==> src/rom_pkg.sv <==
// ROM subsystem shared definitions
`default_nettype none

package rom_pkg;

    // Width of the halfword programming address
    // 24 bits of halfword cover a 32 MB byte space
    localparam int prog_aw = 24;

    // Region tag carried with every read request
    // Main is the byte-wide ROM, gfx the halfword ROM
    typedef enum logic {
        region_main = 1'b0,
        region_gfx  = 1'b1
    } rom_region_e;

    // Download tracker states
    // Idle until the first load starts
    // Loading while the downloading level is high
    // Ready once a load with data has finished
    typedef enum logic [1:0] {
        st_idle    = 2'd0,
        st_loading = 2'd1,
        st_ready   = 2'd2
    } dwnld_state_e;

endpackage

`default_nettype wire
==> src/rom_fetch.sv <==
// Region-tagged ROM read pipeline
`default_nettype none

module rom_fetch
    import rom_pkg::*;
#(
    parameter int main_aw = 10,
    parameter int gfx_aw  = 9
) (
    input  wire                clk,
    input  wire                reset,
    input  wire                rom_ready,

    // Read requests
    input  wire                rd_req,
    input  rom_region_e        rd_region,
    input  wire  [9:0]         rd_addr,

    // ROM read ports
    output logic [main_aw-1:0] main_addr,
    input  wire  [7:0]         main_data,
    output logic [gfx_aw-1:0]  gfx_addr,
    input  wire  [15:0]        gfx_data,

    // Replies
    output logic               rd_ack,
    output logic [15:0]        rd_data
);

    logic        accept;
    logic        s1_valid;
    logic        s2_valid;
    rom_region_e s1_region;
    rom_region_e s2_region;

    // Requests are ignored until the ROMs hold data
    assign accept = rd_req && rom_ready;

    // Stage 1 address register, feeds the RAM read port
    // Only the chosen ROM sees a new address
    always_ff @(posedge clk) begin
        if (accept) begin
            if (rd_region == region_main) begin
                main_addr <= rd_addr[main_aw-1:0];
            end else begin
                gfx_addr <= rd_addr[gfx_aw-1:0];
            end
        end
    end

    // Region tag follows the request down the pipe
    always_ff @(posedge clk) begin
        s1_region <= rd_region;
        s2_region <= s1_region;
    end

    // Valid bits
    always_ff @(posedge clk) begin
        if (reset) begin
            s1_valid <= 1'b0;
            s2_valid <= 1'b0;
        end else begin
            s1_valid <= accept;
            s2_valid <= s1_valid;
        end
    end

    // Stage 2 lines up with the RAM output
    assign rd_ack  = s2_valid;
    // Main data is zero-extended into the low byte
    assign rd_data = (s2_region == region_main) ? {8'h00, main_data} : gfx_data;

    // Every ack traces back to an accepted request
    a_ack_has_req: assert property (
        @(posedge clk) disable iff (reset)
        rd_ack |-> $past(accept, 2)
    ) else $error("rom_fetch: rd_ack without a request two cycles earlier");

endmodule

`default_nettype wire

==> config.mk <==
export PLATFORM = sky130hd
export DESIGN_NAME = rom_fetch
export DESIGN_NICKNAME = d
export VERILOG_FILES = /design/src/rom_pkg.sv /design/src/rom_fetch.sv
export SDC_FILE = /design/constraint.sdc
export NUM_CORES = 1
export LEC_CHECK = 0
export CAP_MARGIN = 20
export CORE_MARGIN = 1
export CORE_UTILIZATION = 43
export CTS_BUF_LIST = sky130_fd_sc_hd__clkbuf_4 sky130_fd_sc_hd__clkbuf_8
export CTS_CLUSTER_DIAMETER = 150
export DETAILED_ROUTE_END_ITERATION = 8
export DONT_BUFFER_PORTS = 1
export GPL_TIMING_DRIVEN = 0
export PLACE_DENSITY = 0.63
export SETUP_SLACK_MARGIN = 0.1
export SLEW_MARGIN = 20
export SYNTH_ARGS = -nofsm -noshare
export SYNTH_HDL_FRONTEND = slang
export SYNTH_SLANG_ARGS = --single-unit
==> constraint.sdc <==
create_clock -name clk -period 2.2 [get_ports clk]
set_input_delay 0.22 -clock clk [delete_from_list [all_inputs] [get_ports clk]]
set_output_delay 0.22 -clock clk [all_outputs]
set_load 0.03 [all_outputs]
==> summary.txt <==
Clock tree
  – Clock latency on the worst-skew pair: roughly 290 ps
  – CTS Buffer Depth: 2
  – Clk sinks: 23
  – Clock-pin slew on the worst setup and hold paths: approximately 110 ps
  – CTS buffer count: 3
  – Post-CTS Resized: 0
  – Setup bufs post-CTS: 0
  – CTS tree: yes
  – H-tree levels: 1
  – # hold bufs at CTS: 2
  – Root Driver: clkbuf_4

Critical path
  – Dominant delay contributor by cell family on the critical path: multiplexers
  – RR Startpoint: s1_valid
  – Critical path's slowest cell: mux2_4
  – Critical Path Start: s2_region
  – Crit Path Class: reg2out
  – CP dominant cell by count: buf_6
  – Largest stage delay, worst path: 350 ps
  – WP data arrival: around 1200 ps
  – Startpoint types: register
  – Worst-path fanout max: 10
  – Crit. End Element: primary output
  – Number of buffers and inverters on the critical path: 2
  – Crit-path cells: buf_6 > buf_6 > mux2_4
  – Crit path required time: 1980 ps

STA
  – Setup TNS: 0 ps
  – F_max: 685 MHz
  – Worst Skew: roughly 4.2 ps
  – Final number of hold-violating endpoints: 0
  – Pins Over Slew Limit: 0
  – RSZ-0062 raised after global routing: false
  – Shortest period the worst path allows: 1460 ps
  – Slew HR: 0.701
  – Period Utilization, post-route: 0.664
  – Worst-Margin Slew: between 400 and 500 ps
  – Final WS setup: 740 ps
  – Final Setup Violations: 0

Layout
  – Nets@finish: 101
  – Share of layout cells above drive strength 1: 0.213
  – Final Cell Area: roughly 1000 µm²
  – Diodes inserted: 0
  – Sequential cell area: ~650 µm²
  – Fill cells: 146
  – Multi-input logic area: 178 µm²
  – Area growth, synth to finish: 21.3%
  – Post-layout util: 0.579

Global route
  – Vias in the first global route: 352
  – GRT Util Overall: 0.112
  – Largest net degree at the start of global routing: 13
  – Antenna violations before repair: 0
  – First-pass GRT wire length: roughly 1600 µm
  – Grt ovf: 0

Power and ir drop
  – Cell Pwr Density: around 800 nW/µm²
  – Int Power: between 0.6 and 0.7 mW
  – Combinational cell fraction of total power: 0.118
  – Clock Power Share: 0.233
  – Leakage: between 0.3 and 0.4 nW
  – Sw Share: 0.255
  – Reg power frac: 0.650
  – P_sw: between 0.2 and 0.25 mW
  – Worst VDD drop: 416 µV
  – Power, Total: slightly above 0.8 mW

Synthesis
  – Post-synth design cell area: approximately 850 µm²
  – Asr flop ratio synth: 0
  – Synth unique cells: 10
  – Yosys Warn Count: 0
  – Sequential area share after synthesis: 0.765
  – Post-Syn Area per Cell: ~19 µm²
  – Prevailing post-synth register cell: edfxtp_1
  – Post-synth top area cell: edfxtp_1
  – Post-synth EDFFs: 19
  – Net Count, Synth: 84
  – Count leader, synth: edfxtp_1
  – Post-Synthesis Cells: 45
  – Seq cells post-synth: 23
  – Synth cell count leaders: edfxtp_1 (19), and2_1 (8), mux2_2 (5)
  – Yosys top cell area share: 0.671
  – Synth area leaders: edfxtp_1 (67%), dfxtp_1 (9.4%), mux2_2 (6.6%)

Floorplanning
  – Die width: around 46 µm
  – Die height: 46.5 µm
  – # rows: 15
  – I/O Pins: 75
  – Starting Density: 0.477
  – DIE AREA: between 2000 and 2500 µm²
  – CORE AREA: 1780 µm²

Worst hold path
  – Hold Crit Start: rd_req
  – Worst min path class: in2reg

Detailed routing
  – WL met3: about 120 µm
  – M1 WL: 571 µm
  – Routed vias: 430
  – Residual DRC: 0
  – Total wire length: around 1500 µm
  – Iteration-0 DRC count of the detailed router: 1
  – First-pass DRT Iterations: 6
  – Top layer reached by signal wires: met3
  – Via-to-Cell Ratio: approximately 5.0
  – Met2 wire length: 769 µm
  – Antenna viol nets, final: 0
  – WL/cell: around 17 µm

Placement
  – Routability Congestion: roughly 0.64
  – Port bufs: 0
  – Post-DP Area: about 900 µm²
  – Pre-CTS setup slack: about 1100 ps

Outcome
  – Status: finished clean

Run
  – Max-cap viol count: 0
==> cells by family (layout without fill, tap and decap cells) <==
group	Yosys count	count (layout)	synth area share
flip-flops	23	23	0.765
AND/OR/NAND/NOR	12	12	0.0941
multiplexers	8	8	0.115
buffers and inverters	2	18	0.0265
==> metrics by stage <==
step / hold slack, ps / instances
6_report: 90.7 / 86
4_1_cts: 9.30 / 76
3_5_place_dp: 248 / 70
2_1_floorplan: 248 / 45
5_1_grt: 73.7 / 86
3_3_place_gp: 248 / 70
==> state kept, by name, summed over array words and instances, names as in the netlist <==
register / cells
main_addr: 10
gfx_addr: 9
rd_ack: 1
s1_region: 1
s1_valid: 1
s2_region: 1
==> cells in the final DEF (no fill, tap or decap) <==
cell            n
and2_1          8
edfxtp_1       19
and3b_1         2
clkbuf_4        4
dlygate4sd3_1  12
buf_6           2
mux2_1          1
mux2_2          5
mux2_4          2
nor2b_1         1
dfxtp_1         4
and3_1          1
==> power by group through the flow <==
stage               clock (mW)  combinational [mW]  sequential [mW]
CTS                      0.195              0.0810            0.535
finish                   0.191              0.0968            0.535
global placement             0              0.0781            0.545
global route             0.216               0.102            0.538
detailed placement           0              0.0783            0.545
floorplan                    0              0.0733            0.543
==> area by class of cell <==
class | instances | area share
sequential | 23 | 0.630
multi-input combinational | 20 | 0.172
timing repair buffer | 12 | 0.116
tap | 25 | 0.0303
clock buffer | 4 | 0.0291
buffer | 2 | 0.0218
==> final timing paths <==
kind	end	slack, ps	cells past startpoint
worst max-delay path	rd_data[7]	740	3
worst min-delay path	s1_valid	90	1
worst max register to register	rd_ack	1660	1
worst min register to register	s2_region	340	0
==> layer usage <==
metal | vias to the layer above | global-route usage
li1 | 196 | -
met1 | 204 | 0.119
met2 | 30 | 0.178
met3 | 0 | 0.0745
met4 | 0 | 0.0353
met5 | - | 0
No activity file was read; power rests on OpenSTA's default activity.
