<file path="src/rom_pkg.sv">
// ROM subsystem shared definitions
`default_nettype none

package rom_pkg;

    // Width of the halfword programming address
    // 24 bits of halfword cover a 32 MB byte space
    localparam int prog_aw = 24;

    // Region tag carried with every read request
    // Main is the byte-wide ROM, gfx the halfword ROM
    typedef enum logic {
        region_main = 1'b0,
        region_gfx  = 1'b1
    } rom_region_e;

    // Download tracker states
    // Idle until the first load starts
    // Loading while the downloading level is high
    // Ready once a load with data has finished
    typedef enum logic [1:0] {
        st_idle    = 2'd0,
        st_loading = 2'd1,
        st_ready   = 2'd2
    } dwnld_state_e;

endpackage

`default_nettype wire
</file>
<file path="src/rom_dwnld.sv">
// Download stream to programming bus
`default_nettype none

module rom_dwnld
    import rom_pkg::*;
(
    input  wire                clk,
    input  wire                reset,

    // Byte-wide download stream
    input  wire                ioctl_downloading,
    input  wire [24:0]         ioctl_addr,
    input  wire [7:0]          ioctl_dout,
    input  wire                ioctl_wr,

    // Halfword programming bus
    output logic [prog_aw-1:0] prog_addr,
    output logic [1:0]         prog_mask,
    output logic [7:0]         prog_data,
    output logic               prog_we,

    // High once a load with data has completed
    output logic               rom_ready
);

    dwnld_state_e state;
    // Set by any byte seen during the current load
    logic         got_byte;

    // Payload registers, one cycle behind the strobe
    always_ff @(posedge clk) begin
        // Halfword address drops the byte select bit
        prog_addr <= ioctl_addr[prog_aw:1];
        // Active-low mask, zero marks the lane written
        // Even byte goes to the low lane
        prog_mask <= ioctl_addr[0] ? 2'b01 : 2'b10;
        prog_data <= ioctl_dout;
    end

    // Write strobe follows ioctl_wr by one cycle
    always_ff @(posedge clk) begin
        if (reset) begin
            prog_we <= 1'b0;
        end else begin
            prog_we <= ioctl_wr;
        end
    end

    // Load tracking FSM
    always_ff @(posedge clk) begin
        if (reset) begin
            state    <= st_idle;
            got_byte <= 1'b0;
        end else begin
            case (state)
                st_idle, st_ready: begin
                    // A new load restarts the byte count
                    if (ioctl_downloading) begin
                        state    <= st_loading;
                        got_byte <= ioctl_wr;
                    end
                end
                st_loading: begin
                    if (ioctl_wr) begin
                        got_byte <= 1'b1;
                    end
                    if (!ioctl_downloading) begin
                        // An empty load leaves nothing to serve
                        state <= (got_byte || ioctl_wr) ? st_ready : st_idle;
                    end
                end
                default: begin
                    state <= st_idle;
                end
            endcase
        end
    end

    assign rom_ready = (state == st_ready);

    // Exactly one lane selected on every write
    a_mask_one_lane: assert property (
        @(posedge clk) disable iff (reset)
        prog_we |-> (prog_mask == 2'b01 || prog_mask == 2'b10)
    ) else $error("rom_dwnld: prog_mask %b on a write", prog_mask);

endmodule

`default_nettype wire

</file>
<file path="config.mk">
export PLATFORM = sky130hd
export DESIGN_NAME = rom_dwnld
export DESIGN_NICKNAME = d
export VERILOG_FILES = /design/src/rom_pkg.sv /design/src/rom_dwnld.sv
export SDC_FILE = /design/constraint.sdc
export NUM_CORES = 1
export LEC_CHECK = 0
export ABC_AREA = 1
export BUFFER_PORTS_ARGS = -buffer_cell sky130_fd_sc_hd__buf_2
export CELL_PAD_IN_SITES_DETAIL_PLACEMENT = 1
export CELL_PAD_IN_SITES_GLOBAL_PLACEMENT = 2
export CORE_MARGIN = 5
export CORE_UTILIZATION = 20
export DETAILED_ROUTE_END_ITERATION = 6
export MAX_ROUTING_LAYER = met4
export PLACE_DENSITY_LB_ADDON = 0.1
export SLEW_MARGIN = 15
export SYNTH_ARGS = -nofsm -noshare
export SYNTH_HDL_FRONTEND = slang
export SYNTH_SLANG_ARGS = --single-unit
</file>
<file path="constraint.sdc">
create_clock -name clk -period 0.91 [get_ports clk]
set_input_delay 0.182 -clock clk [delete_from_list [all_inputs] [get_ports clk]]
set_output_delay 0.182 -clock clk [all_outputs]
set_load 0.02 [all_outputs]
</file>
==> results of run 1 <==
[through the flow]
step	cells	total power, µW	hold WS (ps)
4_1_cts	222	3744	2.823
5_1_grt	225	3885	4.580
3_3_place_gp	181	2107	284.1
6_report	225	3713	16.98
3_5_place_dp	181	2115	286.4
2_1_floorplan	58	1948	209.7
[worst max-delay path by stage]
stage                                      from         to  slack (ps)  cells after the start
after floorplan           state[1]$_SDFFE_PP0P_  rom_ready         140                      2
after global placement    state[0]$_SDFFE_PP0P_  rom_ready          70                      4
after detailed placement  state[0]$_SDFFE_PP0P_  rom_ready          50                      4
after CTS                 state[0]$_SDFFE_PP0P_  rom_ready        -160                      4
after global routing      state[0]$_SDFFE_PP0P_  rom_ready        -200                      4
final                     state[0]$_SDFFE_PP0P_  rom_ready        -140                      4
[cells in the mapped netlist]
library cell  instances
dfxtp_1              38
nor2_1                1
inv_1                 6
a211oi_1              1
nor2_2                1
o21ai_1               1
a21oi_2               1
nand3_1               1
nand2_1               7
inv_2                 1
[registers in the layout (all words and copies together), names as in the netlist]
name       count
got_byte       1
prog_data      8
prog_we        1
prog_mask      2
prog_addr     24
state          2
[cell families after synthesis]
logic type / after synthesis / synth area share [%]
buffers and inverters: 7 / 3.092
and+or+nand+nor: 10 / 4.860
AOI/OAI and AO/OA: 3 / 2.504
DFF: 38 / 89.54
[metal layers]
layer  track usage, %  up-vias  share of wire, %
met1            10.40      357                36
met5                -        -                 0
met2            16.92       48                52
met3            4.139        5                11
met4            5.243        0               1.5
li1                 -      405                 -
[cells in the final DEF (no fill, tap or decap), types with 2 or more instances in the layout]
| cell | count |
|---|---|
| dfxtp_1 | 2 |
| buf_4 | 4 |
| inv_2 | 2 |
| nand2_1 | 4 |
| dfxtp_2 | 36 |
| inv_1 | 5 |
| clkbuf_8 | 5 |
| buf_6 | 37 |
| clkbuf_1 | 2 |
| buf_2 | 36 |
| nand2_2 | 2 |
| dlygate4sd3_1 | 32 |
[power by group through the flow]
| stage | Clock [µW] | Combinational, µW | Sequential [µW] |
|---|---|---|---|
| 2_1_floorplan | 0 | 25.4 | 1920 |
| 6_report | 1370 | 528 | 1810 |
| 4_1_cts | 1420 | 511 | 1810 |
| 3_3_place_gp | 0 | 298 | 1810 |
| 5_1_grt | 1500 | 563 | 1820 |
| 3_5_place_dp | 0 | 303 | 1810 |
[layout make-up]
| cell class | instances | area (µm²) |
|---|---|---|
| clock buffers | 7 | 76.32 |
| multi-input cells | 13 | 83.83 |
| flip-flops and latches | 38 | 805.8 |
| repair buffers | 109 | 947.2 |
| fillers | 433 | 2026 |
| clock inverters | 1 | 30.03 |
| inverters | 7 | 26.28 |
| well taps | 50 | 62.56 |
[what timing repair did]
| action | in CTS | in global routing |
|---|---|---|
| buffers inserted | 2 | 2 |
| setup endpoints to repair | 36 | 36 |
| endpoints found under the hold margin | 31 | 1 |
| gates resized for setup | 110 | 6 |
| gates cloned | 0 | 0 |
| hold buffers | 31 | 1 |
==> results.py, run 1 <==
metrics = {
    "status": {
        "outcome": "complete, but fails checks",
        "violations": "negative setup slack",
    },
    "drt": {
        "dr.pass1.iters": 3,
        "wirelength_mm": 2.831,
        "drt-vias-per-instance": 3.622,
        "drt-initial-drc-count": 34,
        "drc": 0,
        "drt-wirelength-per-cell_um": 12.58,
        "antenna_left": 0,
        "num_vias": 815,
    },
    "global_routing": {
        "globalRoute.totalOverflow": 0,
        "track_usage_pct": 10.23,
        "grt_pass1_wl_mm": 4.029,
        "antenna_found_initial": 0,
        "grt_max_degree": 12,
        "grt_pass1_vias": 870,
    },
    "clock_tree": {
        "clock_latency_ps": 280,
        "path_clk_slew_ps": 70,
        "htree_levels": 2,
        "cts_tree": "yes",
        "clkSinkCount": 38,
        "cts_root_buf": "clkbuf_8",
        "numCtsBuffers": 5,
        "clock_path_buffers": 2,
    },
    "setup_path": {
        "critPathRequiredTime_ps": 730,
        "startpoint_type": "flop",
        "r2r-start": "state[0]$_SDFFE_PP0P_",
        "crit_buf_inv": 3,
        "endpoint_kind": "output pin",
        "crit_path_max_fanout": 2,
        "worstSetupPathType": "flop to output pin",
        "crit_chain": "inv_2 > nand2_2 > inv_2 > buf_6",
        "reg2regPathDepth": 7,
        "arrival_ps": 870,
        "cp_slowest_stage_delay_ps": 330,
        "path_delay_family": "flip-flops",
        "crit_top_cell": "inv_2",
        "rrSetupSlack_ps": 0,
        "r2r-end": "got_byte$_SDFFE_PP0P_",
        "cpMaxStageDelayCell": "dfxtp_2",
    },
    "sta": {
        "fin_ws_ps": -143.4,
        "setup_tns_ps": -143.4,
        "slew-limit-headroom_pct": 86.57,
        "tightestPinTransition_ps": 200.3,
        "max_freq_mhz": 949.3,
        "clock_skew_ps": 0.1791,
        "rsz0062_at_grt": "yes",
        "report.final.slew_viol_count": 0,
        "period_share_pct": 115.8,
        "finalHoldViolCount": 0,
        "setup_viol": 1,
        "period_minus_slack_ps": 1053,
    },
    "floorplan": {
        "rows": 23,
        "core_um2": 4058,
        "die_h_um": 75.18,
        "ios": 73,
        "die_area_um2": 5651,
        "initial_core_util_pct": 20.94,
        "die_w_um": 75.18,
    },
    "yosys": {
        "syn-num-nets": 95,
        "synth-seq-cells": 38,
        "yosysSeqAreaShare_pct": 89.54,
        "synth_top_area_share_pct": 89.54,
        "yosys-top-cells-area": "dfxtp_1 (90%), nand2_1 (3.1%), inv_1 (2.7%)",
        "synth_area_per_cell_um2": 14.65,
        "ys_types": 10,
        "ys_warn_count": 0,
        "synth_area_leader_cell": "dfxtp_1",
        "synth.cell_area_um2": 849.6,
        "synthCells": 58,
    },
    "placed_design": {
        "place_area_um2": 1280,
        "hpwlAfterDp_mm": 1.841,
        "portBuffers": 72,
        "gp_congestion": 0.8176,
        "post-place-ws_ps": 53.33,
    },
    "power": {
        "peakVddDrop_uv": 832.1,
        "power_switching_share_pct": 21.68,
        "power.share.clock_pct": 37.0,
        "p_seq_share_pct": 48.8,
        "p_sw_uw": 805.1,
        "cellLeakagePower_uw": 0.0009570,
        "power.internal_uw": 2908,
        "powerDensity_nw_per_um2": 1827,
        "combinationalPowerShare_pct": 14.2,
    },
    "finish": {
        "finalCoreUtilization_pct": 50.08,
        "fin_area_um2": 2032,
        "drive_gt1_share_pct": 72.57,
        "areaGrowthSynthToFinish_pct": 139.2,
        "n_antenna_cell": 0,
        "nets": 211,
    },
    "min_path": {
        "hold_start": "ioctl_addr[0]",
        "min_path_cells": 1,
        "hold_path_class": "input pin to flop",
        "whs_endpoint": "prog_mask[0]$_DFF_P_",
    },
    "run": {
        "maxCapViolations": 0,
    },
}
(Power assumes the default switching activity.)
==> run 2: changes to the inputs <==
Settings changed: SETUP_SLACK_MARGIN set to 0.15.
==> run 2 against run 1 <==
Against the previous run: largest power group unchanged; sequential cell count unchanged; critical path type unchanged; the flow still finishes with violations (negative setup slack); clock skew about the same; sequential share of layout area unchanged; cell count up 0.44%.
==> results.py, run 2 (synthesis gave the netlist of run 1 again) <==
metrics = {
    "status": {
        "outcome": "complete, but fails checks",
        "violations": "negative setup slack",
    },
    "finish": {
        "nets": 212,
        "n_antenna_cell": 0,
        "largest_reg_flops": 24,
        "reg_top3": "prog_addr x24, prog_data x8",
        "drive_gt1_share_pct": 73.86,
        "final_common_cell": "buf_6",
        "regMostFlops": "prog_addr",
        "nFillCells": 433,
        "most-common-layout-cells": "buf_6 (38), buf_2 (36), dfxtp_2 (36), dlygate4sd3_1 (32), clkbuf_8 (6)",
        "areaGrowthSynthToFinish_pct": 139.2,
        "fin_cells": 226,
    },
    "setup_path": {
        "crit_path_max_fanout": 2,
        "worstSetupPathType": "flop to output pin",
        "arrival_ps": 880,
        "startpoint_type": "flop",
        "critPathRequiredTime_ps": 730,
        "endpoint_kind": "output pin",
    },
    "floorplan": {
        "die_area_um2": 5651,
        "core_um2": 4058,
        "die_h_um": 75.18,
        "ios": 73,
        "die_w_um": 75.18,
        "rows": 23,
        "initial_core_util_pct": 20.94,
    },
    "sta": {
        "report.final.slew_viol_count": 0,
        "tightestPinTransition_ps": 180.1,
        "rsz0062_at_grt": "yes",
        "period_share_pct": 117.2,
        "fin_ws_ps": -156.9,
        "max_freq_mhz": 937.3,
        "finalHoldViolCount": 0,
        "slew-limit-headroom_pct": 87.92,
        "setup_viol": 5,
        "period_minus_slack_ps": 1067,
        "clock_skew_ps": 0.1840,
    },
    "global_routing": {
        "track_usage_pct": 11.59,
        "grt_pass1_wl_mm": 4.574,
        "globalRoute.totalOverflow": 0,
        "grt_pass1_vias": 955,
        "antenna_found_initial": 0,
        "grt_max_degree": 13,
    },
    "run": {
        "maxCapViolations": 0,
    },
    "power": {
        "cellLeakagePower_uw": 0.0009578,
        "powerDensity_nw_per_um2": 1740,
        "peakVddDrop_uv": 1058,
    },
    "clock_tree": {
        "clock_latency_ps": 280,
        "cts_root_buf": "clkbuf_8",
        "numCtsBuffers": 5,
        "clkSinkCount": 38,
        "clock_path_buffers": 2,
        "cts_tree": "yes",
        "htree_levels": 2,
        "path_clk_slew_ps": 70,
    },
    "drt": {
        "drt-wirelength-per-cell_um": 13.77,
        "drt-initial-drc-count": 13,
        "dr.pass1.iters": 3,
        "drt-vias-per-instance": 3.708,
        "drc": 0,
        "wirelength_mm": 3.113,
        "num_vias": 838,
        "antenna_left": 0,
    },
    "placed_design": {
        "gp_congestion": 0.8052,
        "dp.cells": 181,
        "hpwlAfterDp_mm": 1.887,
        "post-place-ws_ps": 42.22,
        "portBuffers": 72,
    },
    "min_path": {
        "hold_path_class": "input pin to flop",
    },
}
[run 2: cell count changes in the layout (fill, tap and decap cells not counted), sizes merged]
cell / previous run / this run
buf: 77 / 78
bufinv: 1 / 0
clkbuf: 7 / 6
clkinv: 0 / 1
clkinvlp: 0 / 1
[run 2: cell type report]
cell class	instances	area [µm²]	area share [%]
multi-input combinational	13	83.83	4.126
tap	50	62.56	3.079
clock buffer	6	82.58	4.064
sequential	38	805.8	39.66
inverter	7	26.28	1.293
timing repair buffer	110	958.4	47.17
clock inverter	2	12.51	0.6158
[run 2: repair_timing]
item	in CTS	in global routing
resized for setup	114	2
setup buffers	3	2
hold buffers	32	0
pin swaps	0	2
endpoints found under the setup margin	38	39
hold endpoints to repair	32	0
[run 2: per-stage QoR]
stage          hold WS (ps)  util, %  area [µm²]  power, µW  TNS, ps
6_report              17.93    50.08        2032       3536   -456.5
3_5_place_dp          285.9    31.54        1280       2117        0
2_1_floorplan         209.7        -       849.6       1948        0
3_3_place_gp          284.0    31.54        1280       2108        0
5_1_grt              0.1937    50.08        2032       3725    -1557
4_1_cts               8.300    49.55        2011       3580   -452.9
[run 2: power by group]
part / internal [µW] / switching [µW] / leakage (µW)
sequential: 1770 / 41.9 / 0.000321
combinational: 323 / 216 / 0.000590
clock: 609 / 578 / 0.0000472
[run 2: path summary, 6_finish.rpt]
kind	start	end	slack (ps)	cells after the start
setup reg to reg	state[0]$_SDFFE_PP0P_	state[1]$_SDFFE_PP0P_	-150	7
setup / recovery	state[0]$_SDFFE_PP0P_	rom_ready	-160	4
hold / removal	ioctl_addr[0]	prog_mask[0]$_DFF_P_	20	1
hold reg to reg	state[0]$_SDFFE_PP0P_	state[0]$_SDFFE_PP0P_	430	1
[run 2: routing by layer]
metal / vias up / wire [µm] / global-route usage, %
li1: 406 / - / -
met1: 382 / 950 / 9.748
met2: 46 / 1793 / 22.82
met3: 4 / 336 / 4.272
met4: 0 / 33 / 4.078
met5: - / 0 / -
[run 2: critical path, cell delays in order, from the launching register on]
cell and delay, ps:
dfxtp_2 320, inv_2 60, nand2_2 60, inv_2 50, buf_6 100
